File: src/logic/autotest_pkg.sv
// block layout constants shared by the SD self-test blocks; assumes 512-byte SD blocks only
package autotest_pkg;

  // SD block geometry
  localparam int BLOCK_BYTES = 512;
  localparam int BYTE_IDX_W  = 9;

  // signature at bytes 0..3, most significant byte first
  localparam int          SIG_BYTES = 4;
  localparam logic [31:0] SIGNATURE = 32'hAABBCCDD;

  // execution count field, least significant byte first
  localparam int EXEC_BYTES = 4;

  // result flag codes written back after the operands
  localparam logic [7:0] FLAG_PASS    = 8'd0;
  localparam logic [7:0] FLAG_ERR     = 8'd1;
  localparam logic [7:0] FLAG_TIMEOUT = 8'd2;

endpackage : autotest_pkg

File: src/logic/autotest_top.sv
// SD-driven UUT self-test; OPERAND_W must be a multiple of 8 and the operands fit in one block
module autotest_top
  import autotest_pkg::*;
#(
  parameter int          OPERAND_W      = 32,
  parameter int          TIMEOUT_CYCLES = 4096,
  parameter logic [31:0] START_BLOCK    = 32'h100000
) (
  input  logic                 clk,
  input  logic                 rst,
  input  logic                 spi_busy_i,
  input  logic [7:0]           spi_data_out_i,
  output logic                 spi_rst_o,
  output logic [31:0]          spi_block_addr_o,
  output logic                 spi_r_block_o,
  output logic                 spi_r_byte_o,
  output logic                 spi_w_block_o,
  output logic                 spi_w_byte_o,
  output logic [7:0]           spi_data_in_o,
  input  logic                 busy_uut_i,
  input  logic                 end_uut_i,
  input  logic                 err_uut_i,
  output logic                 rst_uut_o,
  output logic                 start_uut_o,
  output logic [OPERAND_W-1:0] operand_a_o,
  output logic [OPERAND_W-1:0] operand_b_o,
  output logic [15:0]          err_count_o,
  output logic                 done_o
);

  logic                  read_start;
  logic                  read_done;
  logic                  write_start;
  logic                  write_done;
  logic                  buf_we;
  logic [BYTE_IDX_W-1:0] buf_waddr;
  logic [7:0]            buf_wdata;
  logic [BYTE_IDX_W-1:0] buf_raddr;
  logic [7:0]            buf_rdata;
  logic [31:0]           signature;
  logic [7:0]            result_flag;
  logic [31:0]           exec_cycles;

  sd_block_reader #(.OPERAND_W(OPERAND_W)) u_reader (
    .clk            (clk),
    .rst            (rst),
    .read_start_i   (read_start),
    .spi_busy_i     (spi_busy_i),
    .spi_data_out_i (spi_data_out_i),
    .spi_r_block_o  (spi_r_block_o),
    .spi_r_byte_o   (spi_r_byte_o),
    .read_done_o    (read_done),
    .buf_we_o       (buf_we),
    .buf_waddr_o    (buf_waddr),
    .buf_wdata_o    (buf_wdata),
    .signature_o    (signature),
    .operand_a_o    (operand_a_o),
    .operand_b_o    (operand_b_o)
  );

  block_buffer u_buffer (
    .clk     (clk),
    .we_i    (buf_we),
    .waddr_i (buf_waddr),
    .wdata_i (buf_wdata),
    .raddr_i (buf_raddr),
    .rdata_o (buf_rdata)
  );

  test_sequencer #(
    .TIMEOUT_CYCLES (TIMEOUT_CYCLES),
    .START_BLOCK    (START_BLOCK)
  ) u_sequencer (
    .clk              (clk),
    .rst              (rst),
    .spi_busy_i       (spi_busy_i),
    .signature_i      (signature),
    .read_done_i      (read_done),
    .write_done_i     (write_done),
    .busy_uut_i       (busy_uut_i),
    .end_uut_i        (end_uut_i),
    .err_uut_i        (err_uut_i),
    .spi_rst_o        (spi_rst_o),
    .spi_block_addr_o (spi_block_addr_o),
    .read_start_o     (read_start),
    .write_start_o    (write_start),
    .rst_uut_o        (rst_uut_o),
    .start_uut_o      (start_uut_o),
    .result_flag_o    (result_flag),
    .exec_cycles_o    (exec_cycles),
    .err_count_o      (err_count_o),
    .done_o           (done_o)
  );

  sd_block_writer #(.OPERAND_W(OPERAND_W)) u_writer (
    .clk           (clk),
    .rst           (rst),
    .write_start_i (write_start),
    .spi_busy_i    (spi_busy_i),
    .result_flag_i (result_flag),
    .exec_cycles_i (exec_cycles),
    .buf_rdata_i   (buf_rdata),
    .spi_w_block_o (spi_w_block_o),
    .spi_w_byte_o  (spi_w_byte_o),
    .spi_data_in_o (spi_data_in_o),
    .write_done_o  (write_done),
    .buf_raddr_o   (buf_raddr)
  );

endmodule : autotest_top

File: src/logic/block_buffer.sv
// 512 x 8 simple dual-port RAM, read data valid one cycle after the address, contents not reset
module block_buffer (
  input  logic       clk,
  input  logic       we_i,
  input  logic [8:0] waddr_i,
  input  logic [7:0] wdata_i,
  input  logic [8:0] raddr_i,
  output logic [7:0] rdata_o
);

  logic [7:0] mem [0:511];

  always_ff @(posedge clk) begin
    if (we_i) begin
      mem[waddr_i] <= wdata_i;
    end
  end

  // registered read port
  always_ff @(posedge clk) begin
    rdata_o <= mem[raddr_i];
  end

endmodule : block_buffer

File: src/logic/sd_block_reader.sv
// reads a full SD block into the buffer; OPERAND_W must be a multiple of 8, operands change while reading
module sd_block_reader
  import autotest_pkg::*;
#(
  parameter int OPERAND_W = 32
) (
  input  logic                  clk,
  input  logic                  rst,
  input  logic                  read_start_i,
  input  logic                  spi_busy_i,
  input  logic [7:0]            spi_data_out_i,
  output logic                  spi_r_block_o,
  output logic                  spi_r_byte_o,
  output logic                  read_done_o,
  output logic                  buf_we_o,
  output logic [BYTE_IDX_W-1:0] buf_waddr_o,
  output logic [7:0]            buf_wdata_o,
  output logic [31:0]           signature_o,
  output logic [OPERAND_W-1:0]  operand_a_o,
  output logic [OPERAND_W-1:0]  operand_b_o
);

  localparam int OP_BYTES = OPERAND_W / 8;

  localparam logic [2:0] S_IDLE      = 3'd0;
  localparam logic [2:0] S_BLK_REQ   = 3'd1;
  localparam logic [2:0] S_BLK_WAIT  = 3'd2;
  localparam logic [2:0] S_BYTE_REQ  = 3'd3;
  localparam logic [2:0] S_BYTE_WAIT = 3'd4;

  logic [2:0]            state;
  logic [BYTE_IDX_W-1:0] byte_cnt;
  logic                  byte_in;
  logic                  last_byte;

  // byte arrives in the cycle busy is seen low after the request
  assign byte_in   = (state == S_BYTE_WAIT) && !spi_busy_i;
  assign last_byte = (byte_cnt == BYTE_IDX_W'(BLOCK_BYTES - 1));

  assign spi_r_block_o = (state != S_IDLE);
  assign spi_r_byte_o  = (state == S_BYTE_REQ);
  assign buf_we_o      = byte_in;
  assign buf_waddr_o   = byte_cnt;
  assign buf_wdata_o   = spi_data_out_i;

  always_ff @(posedge clk) begin
    if (rst) begin
      state       <= S_IDLE;
      byte_cnt    <= '0;
      read_done_o <= 1'b0;
    end else begin
      read_done_o <= byte_in && last_byte;
      case (state)
        S_IDLE: begin
          byte_cnt <= '0;
          if (read_start_i) state <= S_BLK_REQ;
        end
        S_BLK_REQ:  if (spi_busy_i) state <= S_BLK_WAIT;
        S_BLK_WAIT: if (!spi_busy_i) state <= S_BYTE_REQ;
        S_BYTE_REQ: if (spi_busy_i) state <= S_BYTE_WAIT;
        S_BYTE_WAIT: begin
          if (byte_in) begin
            byte_cnt <= byte_cnt + 1'b1;
            state    <= last_byte ? S_IDLE : S_BYTE_REQ;
          end
        end
        default: state <= S_IDLE;
      endcase
    end
  end

  // signature and operand capture by byte index
  always_ff @(posedge clk) begin
    if (byte_in) begin
      if (byte_cnt < BYTE_IDX_W'(SIG_BYTES)) begin
        signature_o <= {signature_o[23:0], spi_data_out_i};
      end
      for (int i = 0; i < OP_BYTES; i++) begin
        if (byte_cnt == BYTE_IDX_W'(SIG_BYTES + i)) operand_a_o[8*i +: 8] <= spi_data_out_i;
        if (byte_cnt == BYTE_IDX_W'(SIG_BYTES + OP_BYTES + i)) begin
          operand_b_o[8*i +: 8] <= spi_data_out_i;
        end
      end
    end
  end

endmodule : sd_block_reader

File: src/logic/sd_block_writer.sv
// writes the buffered block back to SD with flag and count substituted; OPERAND_W must match the reader
module sd_block_writer
  import autotest_pkg::*;
#(
  parameter int OPERAND_W = 32
) (
  input  logic                  clk,
  input  logic                  rst,
  input  logic                  write_start_i,
  input  logic                  spi_busy_i,
  input  logic [7:0]            result_flag_i,
  input  logic [31:0]           exec_cycles_i,
  input  logic [7:0]            buf_rdata_i,
  output logic                  spi_w_block_o,
  output logic                  spi_w_byte_o,
  output logic [7:0]            spi_data_in_o,
  output logic                  write_done_o,
  output logic [BYTE_IDX_W-1:0] buf_raddr_o
);

  localparam int FLAG_OFS = SIG_BYTES + 2 * (OPERAND_W / 8);
  localparam int EXEC_OFS = FLAG_OFS + 1;

  localparam logic [2:0] S_IDLE      = 3'd0;
  localparam logic [2:0] S_BLK_REQ   = 3'd1;
  localparam logic [2:0] S_BLK_WAIT  = 3'd2;
  localparam logic [2:0] S_FETCH     = 3'd3;
  localparam logic [2:0] S_LOAD      = 3'd4;
  localparam logic [2:0] S_BYTE_REQ  = 3'd5;
  localparam logic [2:0] S_BYTE_WAIT = 3'd6;

  logic [2:0]            state;
  logic [BYTE_IDX_W-1:0] byte_cnt;
  logic                  byte_out;
  logic                  last_byte;

  assign byte_out  = (state == S_BYTE_WAIT) && !spi_busy_i;
  assign last_byte = (byte_cnt == BYTE_IDX_W'(BLOCK_BYTES - 1));

  assign spi_w_block_o = (state != S_IDLE);
  assign spi_w_byte_o  = (state == S_BYTE_REQ);
  assign buf_raddr_o   = byte_cnt;

  always_ff @(posedge clk) begin
    if (rst) begin
      state        <= S_IDLE;
      byte_cnt     <= '0;
      write_done_o <= 1'b0;
    end else begin
      write_done_o <= byte_out && last_byte;
      case (state)
        S_IDLE: begin
          byte_cnt <= '0;
          if (write_start_i) state <= S_BLK_REQ;
        end
        S_BLK_REQ:  if (spi_busy_i) state <= S_BLK_WAIT;
        S_BLK_WAIT: if (!spi_busy_i) state <= S_FETCH;
        // address out in fetch, RAM data valid in load
        S_FETCH:    state <= S_LOAD;
        S_LOAD:     state <= S_BYTE_REQ;
        S_BYTE_REQ: if (spi_busy_i) state <= S_BYTE_WAIT;
        S_BYTE_WAIT: begin
          if (byte_out) begin
            byte_cnt <= byte_cnt + 1'b1;
            state    <= last_byte ? S_IDLE : S_FETCH;
          end
        end
        default: state <= S_IDLE;
      endcase
    end
  end

  // outgoing byte, held until busy falls
  always_ff @(posedge clk) begin
    if (state == S_LOAD) begin
      spi_data_in_o <= buf_rdata_i;
      if (byte_cnt == BYTE_IDX_W'(FLAG_OFS)) spi_data_in_o <= result_flag_i;
      for (int i = 0; i < EXEC_BYTES; i++) begin
        if (byte_cnt == BYTE_IDX_W'(EXEC_OFS + i)) spi_data_in_o <= exec_cycles_i[8*i +: 8];
      end
    end
  end

endmodule : sd_block_writer

File: src/logic/test_sequencer.sv
// phase FSM for one block at a time; a bad signature halts for good until rst, error count saturates
module test_sequencer
  import autotest_pkg::*;
#(
  parameter int          TIMEOUT_CYCLES = 4096,
  parameter logic [31:0] START_BLOCK    = 32'h100000
) (
  input  logic        clk,
  input  logic        rst,
  input  logic        spi_busy_i,
  input  logic [31:0] signature_i,
  input  logic        read_done_i,
  input  logic        write_done_i,
  input  logic        busy_uut_i,
  input  logic        end_uut_i,
  input  logic        err_uut_i,
  output logic        spi_rst_o,
  output logic [31:0] spi_block_addr_o,
  output logic        read_start_o,
  output logic        write_start_o,
  output logic        rst_uut_o,
  output logic        start_uut_o,
  output logic [7:0]  result_flag_o,
  output logic [31:0] exec_cycles_o,
  output logic [15:0] err_count_o,
  output logic        done_o
);

  localparam logic [3:0] S_INIT       = 4'd0;
  localparam logic [3:0] S_SD_RST     = 4'd1;
  localparam logic [3:0] S_SD_WAIT    = 4'd2;
  localparam logic [3:0] S_READ_GO    = 4'd3;
  localparam logic [3:0] S_READ_WAIT  = 4'd4;
  localparam logic [3:0] S_CHECK      = 4'd5;
  localparam logic [3:0] S_START      = 4'd6;
  localparam logic [3:0] S_RUN        = 4'd7;
  localparam logic [3:0] S_RECOVER    = 4'd8;
  localparam logic [3:0] S_WRITE_GO   = 4'd9;
  localparam logic [3:0] S_WRITE_WAIT = 4'd10;
  localparam logic [3:0] S_ADVANCE    = 4'd11;
  localparam logic [3:0] S_HALT       = 4'd12;

  logic [3:0]  state;
  logic        write_phase;
  logic [31:0] timer_nxt;
  logic        run_finish;
  logic [7:0]  run_flag;

  assign timer_nxt = exec_cycles_o + 32'd1;

  // error beats end, both beat the timeout
  always_comb begin
    run_finish = 1'b1;
    run_flag   = FLAG_TIMEOUT;
    if (err_uut_i) begin
      run_flag = FLAG_ERR;
    end else if (end_uut_i) begin
      run_flag = FLAG_PASS;
    end else if (timer_nxt != 32'(TIMEOUT_CYCLES)) begin
      run_finish = 1'b0;
    end
  end

  assign spi_rst_o     = (state == S_SD_RST);
  assign read_start_o  = (state == S_READ_GO);
  assign write_start_o = (state == S_WRITE_GO);
  assign start_uut_o   = (state == S_START);
  assign rst_uut_o     = !((state == S_START) || (state == S_RUN));
  assign done_o        = (state == S_HALT);

  always_ff @(posedge clk) begin
    if (rst) begin
      state            <= S_INIT;
      write_phase      <= 1'b0;
      spi_block_addr_o <= START_BLOCK;
      err_count_o      <= '0;
    end else begin
      case (state)
        S_INIT:      state <= S_SD_RST;
        S_SD_RST:    if (spi_busy_i) state <= S_SD_WAIT;
        S_SD_WAIT: begin
          if (!spi_busy_i) state <= write_phase ? S_WRITE_GO : S_READ_GO;
        end
        S_READ_GO:   state <= S_READ_WAIT;
        S_READ_WAIT: if (read_done_i) state <= S_CHECK;
        S_CHECK:     state <= (signature_i == SIGNATURE) ? S_START : S_HALT;
        S_START:     state <= S_RUN;
        S_RUN: begin
          if (run_finish) begin
            state <= S_RECOVER;
            if (run_flag != FLAG_PASS && err_count_o != '1) begin
              err_count_o <= err_count_o + 1'b1;
            end
          end
        end
        S_RECOVER: begin
          // UUT stays in reset until it drops busy
          if (!busy_uut_i) begin
            write_phase <= 1'b1;
            state       <= S_SD_RST;
          end
        end
        S_WRITE_GO:   state <= S_WRITE_WAIT;
        S_WRITE_WAIT: if (write_done_i) state <= S_ADVANCE;
        S_ADVANCE: begin
          spi_block_addr_o <= spi_block_addr_o + 32'd1;
          write_phase      <= 1'b0;
          state            <= S_SD_RST;
        end
        S_HALT:  state <= S_HALT;
        default: state <= S_INIT;
      endcase
    end
  end

  // execution timer doubles as the recorded count
  always_ff @(posedge clk) begin
    if (state == S_START) begin
      exec_cycles_o <= '0;
    end else if (state == S_RUN) begin
      exec_cycles_o <= timer_nxt;
      if (run_finish) result_flag_o <= run_flag;
    end
  end

endmodule : test_sequencer
File: config.mk
export PLATFORM = sky130hd
export DESIGN_NAME = autotest_top
export DESIGN_NICKNAME = d
export VERILOG_FILES = /design/src/logic/autotest_pkg.sv /design/src/logic/autotest_top.sv /design/src/logic/block_buffer.sv /design/src/logic/sd_block_reader.sv /design/src/logic/sd_block_writer.sv /design/src/logic/test_sequencer.sv
export SDC_FILE = /design/constraint.sdc
export NUM_CORES = 2
export LEC_CHECK = 0
export BUFFER_PORTS_ARGS = -buffer_cell sky130_fd_sc_hd__buf_2
export CAP_MARGIN = 20
export CORE_ASPECT_RATIO = 0.6
export CORE_MARGIN = 2
export CORE_UTILIZATION = 63
export DETAILED_ROUTE_END_ITERATION = 7
export PLACE_DENSITY = 0.79
export SETUP_SLACK_MARGIN = 0.2
export SLEW_MARGIN = 10
export SYNTH_ARGS = -nofsm -noshare
export SYNTH_HDL_FRONTEND = slang
export SYNTH_HIERARCHICAL = 1
export SYNTH_SLANG_ARGS = --single-unit
File: constraint.sdc
create_clock -name clk -period 6.9 [get_ports clk]
set_input_delay 1.38 -clock clk [delete_from_list [all_inputs] [get_ports clk]]
set_output_delay 1.38 -clock clk [all_outputs]
set_load 0.03 [all_outputs]
# Word-level counts from Yosys, hierarchy flattened

Memories as Yosys holds them, arrays and structs flattened. A register that Yosys moved wholly into a read port is not among the register bits.
Index checks and enable logic that the tools add are counted.

Word-level logic and storage cells: 160
ROM bits: 0
RAM bits: 4096
Latch bits: 0
Output and inout bits: 128
Memories kept: 1
Input bits: 14
Flip-flop bits (word level): 223

Add/sub/neg operators: 5
Shifts and indexed selects: 0
Multiplexer cells: 39
Eq/ne operators: 56
Div/mod/pow operators: 0
Bitwise logic cells: 1
Multiply operators: 0
Reductions and logical operators: 35
$lt $le $gt $ge: 1

Memories:

| name         | words | bits a word | read ports | clocked after memory_dff | write ports | RTL line           | source |
|---|---|---|---|---|---|---|---|
| u_buffer.mem | 512   | 8           | 1          | 1                        | 1           | block_buffer.sv:11 | `logic [7:0] mem [0:511];` |

Operator list:

| cell                                                     | number |
|---|---|
| equality test 9 x 4 -> 1 bit (second input constant)     | 8 |
| adder 32 x 1 -> 32 bit (second input constant)           | 2 |
| two-way mux 8 bit                                        | 6 |
| case mux 4 bit (12 select lines)                         | 1 |
| equality test 9 x 3 -> 1 bit (second input constant)     | 4 |
| case mux 9 bit (2 select lines)                          | 2 |
| equality test 32 bit (second input constant)             | 1 |
| two-way mux 4 bit                                        | 8 |
| inequality test 32 x 13 -> 1 bit (second input constant) | 1 |
| two-way mux 3 bit                                        | 8 |
| inequality test 2 bit (second input constant)            | 12 |
| AND reduction 2 bit                                      | 12 |
| case mux 3 bit (7 select lines)                          | 1 |
| equality test 4 bit (second input constant)              | 5 |
| adder 9 x 1 -> 9 bit (second input constant)             | 2 |
| equality test 9 bit (second input constant)              | 2 |
| two-way mux 9 bit                                        | 2 |
| adder 16 x 1 -> 16 bit (second input constant)           | 1 |
| equality test 4 x 3 -> 1 bit (second input constant)     | 4 |
| inequality test 16 bit (second input constant)           | 1 |
| case mux 3 bit (5 select lines)                          | 1 |
| equality test 3 x 2 -> 1 bit (second input constant)     | 4 |
| equality test 3 bit (second input constant)              | 4 |
| AND reduction 5 bit                                      | 2 |
| 21 further kinds                                         | 43 |

# Longest topological paths before layout

Word-level depth: 7
Depth in mapped cells: 12

# By module

The synthesis kept the hierarchy.

Modules (own cells, without submodules):

| module          | instances | cells each | area an instance (um^2) |
|---|---|---|---|
| block_buffer    | 1         | 8030       | 159927.1 |
| test_sequencer  | 1         | 664        | 5395.2 |
| sd_block_reader | 1         | 199        | 3736.1 |
| sd_block_writer | 1         | 181        | 1492.7 |

# Worst setup path before layout

Ideal clock, no wire load.

Path type: input to register
From: input spi_busy_i
To: register u_reader.signature_o[0], enable pin
Arrival: 5.538 ns
Path buffers: 0
Library setup time: 0.513 ns
Stages on the path: 3
Slack: 0.849 ns
Cells stage by stage: or4b_4 > nor2_1 > nor4b_1

Longest elaborated chain between the ends: 3

Ends and longest elaborated chain:

| what                          | RTL line              | source |
|---|---|---|
| start: declaration            | autotest_top.sv:11    | `input logic spi_busy_i,` |
| zero test 1 bit               | sd_block_reader.sv:37 | `assign byte_in = (state == S_BYTE_WAIT) && !spi_busy_i;` |
| logical AND 1 bit             | sd_block_reader.sv:37 |  |
| AND reduction 2 bit (no line) | -                     |  |
| end signal: assignment        | sd_block_reader.sv:76 | `signature_o <= {signature_o[23:0], spi_data_out_i};` |
| end: declaration              | sd_block_reader.sv:18 | `output logic [31:0] signature_o,` |

Every way passes these cells.
A chain may end at the register's enable or synchronous reset.

==> summary.json <==
{
  "logic_synthesis": {
    "ys_ff_latch": 4321,
    "ys_seq_area_share_pct": 75.38,
    "total_standard_cell_area_after_synthesis_um2": 170600,
    "synthXorXnorAreaFrac_pct": 0.2157,
    "main_combinational_cell_family_by_area_after_synthesis": "multiplexers",
    "post-synth-top-count-cell": "edfxtp_1",
    "post_synth_most_frequent_cells": "edfxtp_1, mux2i_1, nor2_1, mux4_2, o221ai_1",
    "share_of_async_settable_or_async_resettable_flops_after_synthesis_pct": 0,
    "largest_cells_by_area_after_synthesis": "edfxtp_1, mux4_2, mux2i_1",
    "primary_ff_master_synth": "edfxtp_1",
    "synth-edff-count": 4202,
    "synth_compound_gate_area_share_pct": 4.907,
    "synth_top_area_share_pct": 73.98,
    "fraction_of_the_mapped_netlist_area_in_simple_logic_gates_pct": 3.885,
    "netlist_instances": 9074,
    "average_cell_area_after_synthesis_um2": 18.80,
    "synth.yosys.warnings": 6,
    "post_synth_num_cell_types": 104,
    "post_synth_fa_ha_maj_area_fraction_pct": 0.09537,
    "yosys.area.top_type": "edfxtp_1",
    "yosys-mux-area-fraction_pct": 13.40
  },
  "outcome": {
    "failing_checks": "design-rule violations",
    "outcome": "complete, but fails checks"
  },
  "cells_and_area": {
    "register_area_um2": 128600,
    "fillerInstances": 15770,
    "num-nets-final": 9183,
    "multi_input_comb_area_um2": 38660,
    "areaGrowthSynthToFinish_pct": 9.180,
    "drive_gt1_share_pct": 16.61
  },
  "sta": {
    "setup_slack_ns": 1.833,
    "finalSetupTns_ns": 0,
    "worst-slew-pin-transition_ns": 1.232,
    "max_slew_margin_pct": 17.65,
    "finalHoldViolCount": 0,
    "worst_clock_skew_ns": 0.05086,
    "fin_crit_sh_pct": 73.44,
    "final_max_slew_viol_count": 0,
    "rsz0062_at_grt": "no",
    "post-route-min-period_ns": 5.067,
    "report.final.setup_viol": 0,
    "timing.fmax_mhz": 197.4
  },
  "critical_path": {
    "critPathCaptureType": "register",
    "rr_worst_depth": 8,
    "top_fanout_value_on_the_critical_path": 35,
    "crit_path_start_kind": "register",
    "worstSetupPathType": "register to register",
    "worstPathRequired_ns": 7.73,
    "worst-endpoint-arrival_ns": 5.90,
    "rr_startpoint": "u_writer/buf_raddr_o[0]",
    "regToRegEndpoint": "u_buffer/rdata_o[0]",
    "timing.reg2reg.setup_slack_ns": 1.83
  },
  "clock_network": {
    "clkLatencyLatePin_ns": 0.90,
    "cts.clk_slew.worst_paths_ns": 0.07,
    "cts_post_setup_buffers_inserted": 0,
    "post_cts_resize_count": 0,
    "cts_tree": "built",
    "holdBufCountCts": 0,
    "deepest_clock_path_buffer_count": 4,
    "cts.htree.levels": 5,
    "cts_root_buf": "clkbuf_16",
    "numCtsBuffers": 364,
    "cts.sink_count": 4321
  },
  "global_routing": {
    "grt_first_pass_wirelength_mm": 655.7,
    "antenna_found_initial": 14,
    "number_of_global_route_vias_before_repair": 89610,
    "grt_overflow": 0,
    "grt_start_max_net_pins": 174,
    "grtUsageTotal_pct": 33.45
  },
  "die": {
    "boundaryPins": 142,
    "fp.dieW_um": 675.7,
    "die_ar_um2": 275000,
    "initial_utilization_pct": 63.56,
    "chipHeight_um": 407.0,
    "rows": 147,
    "core_um2": 268300
  },
  "worst_hold_path": {
    "min-delay-start": "u_reader/signature_o[12]",
    "hold_path_depth": 0,
    "hold_path_end": "u_reader/signature_o[20]",
    "hold_path_class": "register to register"
  },
  "routing": {
    "post_drt_via_cell_ratio": 7.330,
    "wl_mm": 463.4,
    "vias": 95570,
    "first_drt_iteration_drcs": 17990,
    "wl_per_cell_um": 35.54,
    "drt.antenna.violating_nets": 0,
    "detail_route.drc_violations": 40,
    "drt_pre_antenna_iters": 8
  },
  "placement": {
    "placement.io_buffers": 141,
    "globalplace.congestion": 0.9975,
    "preCtsSetupSlack_ns": 1.683,
    "hpwl_mm": 276.3
  },
  "power": {
    "p_per_area_nw_per_um2": 271.3,
    "total_leakage_power_nw": 54.68,
    "power.ir.vdd_worst_mv": 0.2265
  },
  "run": {
    "max-cap-violations": 0
  }
}
-- logic make-up (layout without fill, tap and decap cells) --
| family | Yosys count | after routing |
|---|---|---|
| AOI/OAI and AO/OA | 1199 | 1199 |
| adders and majority gates | 13 | 13 |
| other | 1 | 17 |
| buffers and inverters | 627 | 999 |
| xor gates and xnor gates | 42 | 42 |
| DFF | 4321 | 4321 |
| and+or+nand+nor | 1407 | 1407 |
| muxes | 1464 | 1464 |
-- state kept, by name, summed over array words and instances (netlist names) --
signal / flops
u_buffer/mem: 4096
u_buffer/rdata_o: 8
u_reader/buf_waddr_o: 9
u_reader/operand_a_o: 32
u_reader/operand_b_o: 32
u_reader/read_done_o: 1
u_reader/signature_o: 32
u_reader/state: 3
u_sequencer/err_count_o: 16
u_sequencer/exec_cycles_o: 32
u_sequencer/result_flag_o: 2
u_sequencer/spi_block_addr_o: 32
u_sequencer/state: 4
u_sequencer/write_phase: 1
u_writer/buf_raddr_o: 9
u_writer/spi_data_in_o: 8
u_writer/state: 3
u_writer/write_done_o: 1
-- how the worst max path moves through the flow --
stage,from,endpoint,slack (ns),cells after the start
global route,u_sequencer/state[1],start_uut_o,1.94,7
detailed placement,spi_busy_i,u_buffer/mem[471][5],1.68,7
floorplan,spi_busy_i,u_reader/signature_o[0],0.85,3
CTS,u_sequencer/state[1],start_uut_o,2.11,7
global placement,spi_busy_i,u_buffer/mem[471][1],1.79,7
finish,u_writer/buf_raddr_o[0],u_buffer/rdata_o[0],1.83,8
-- per-stage QoR --
| step | power (W) | instances | utilization [%] | hold WS, ns | instance area (um^2) |
|---|---|---|---|---|---|
| floorplan | 0.02986 | 9079 | - | 0.4166 | 170600 |
| global placement | 0.03019 | 12360 | 64.90 | 0.4245 | 174200 |
| detailed placement | 0.03022 | 12360 | 64.91 | 0.4322 | 174200 |
| CTS | 0.05060 | 13020 | 69.33 | 0.4481 | 186000 |
| global route | 0.05159 | 13030 | 69.38 | 0.4660 | 186200 |
| finish | 0.05052 | 13040 | 69.39 | 0.4471 | 186200 |
-- report_power, final --
| group | internal, W | leakage (nW) | switching [W] |
|---|---|---|---|
| sequential | 0.0288 | 38.7 | 0.000101 |
| combinational | 0.000133 | 10.2 | 0.000661 |
| clock | 0.0116 | 5.78 | 0.00928 |
-- layout by cell type (no fill, tap or decap), types with 70 or more instances in the layout --
| cell type | instances |
|---|---|
| edfxtp_1 | 4202 |
| mux2i_1 | 802 |
| nor2_1 | 680 |
| mux4_2 | 654 |
| clkbuf_16 | 374 |
| o221ai_1 | 371 |
| a21oi_1 | 238 |
| nand2_1 | 181 |
| o22ai_1 | 179 |
| o21ai_0 | 176 |
| buf_2 | 135 |
| nor3_1 | 134 |
| buf_4 | 115 |
| dfxtp_1 | 114 |
| nand3_1 | 75 |
| clkinv_1 | 73 |
| a22oi_1 | 71 |
| clkinv_2 | 70 |
-- worst max-delay path, cell delays in order, from the launching register on --
cell and delay [ns]:
dfxtp_4 0.82, buf_4 0.66, mux2i_1 0.19, o221ai_1 0.44
nor3_1 0.17, nor4_1 0.80, o311ai_0 0.59, nor4_2 0.92
o2111a_1 0.31
-- layer usage --
layer	wire length [um]	global-route usage (%)	share of wire (%)
met3	88020	15.14	19
met4	13960	9.012	3.0
met5	57	0	0.012
met2	189900	44.54	41
met1	171500	50.27	37
-- area by class of cell --
type,count,share of cell area [%]
clock buffers,444,5.194
diodes,11,0.01478
flip-flops and latches,4321,69.05
well taps,3576,2.403
multi-input cells,4131,20.76
inverters,38,0.08063
clock inverters,217,1.170
repair buffers,300,1.326
No activity file was read; power rests on OpenSTA's default activity.
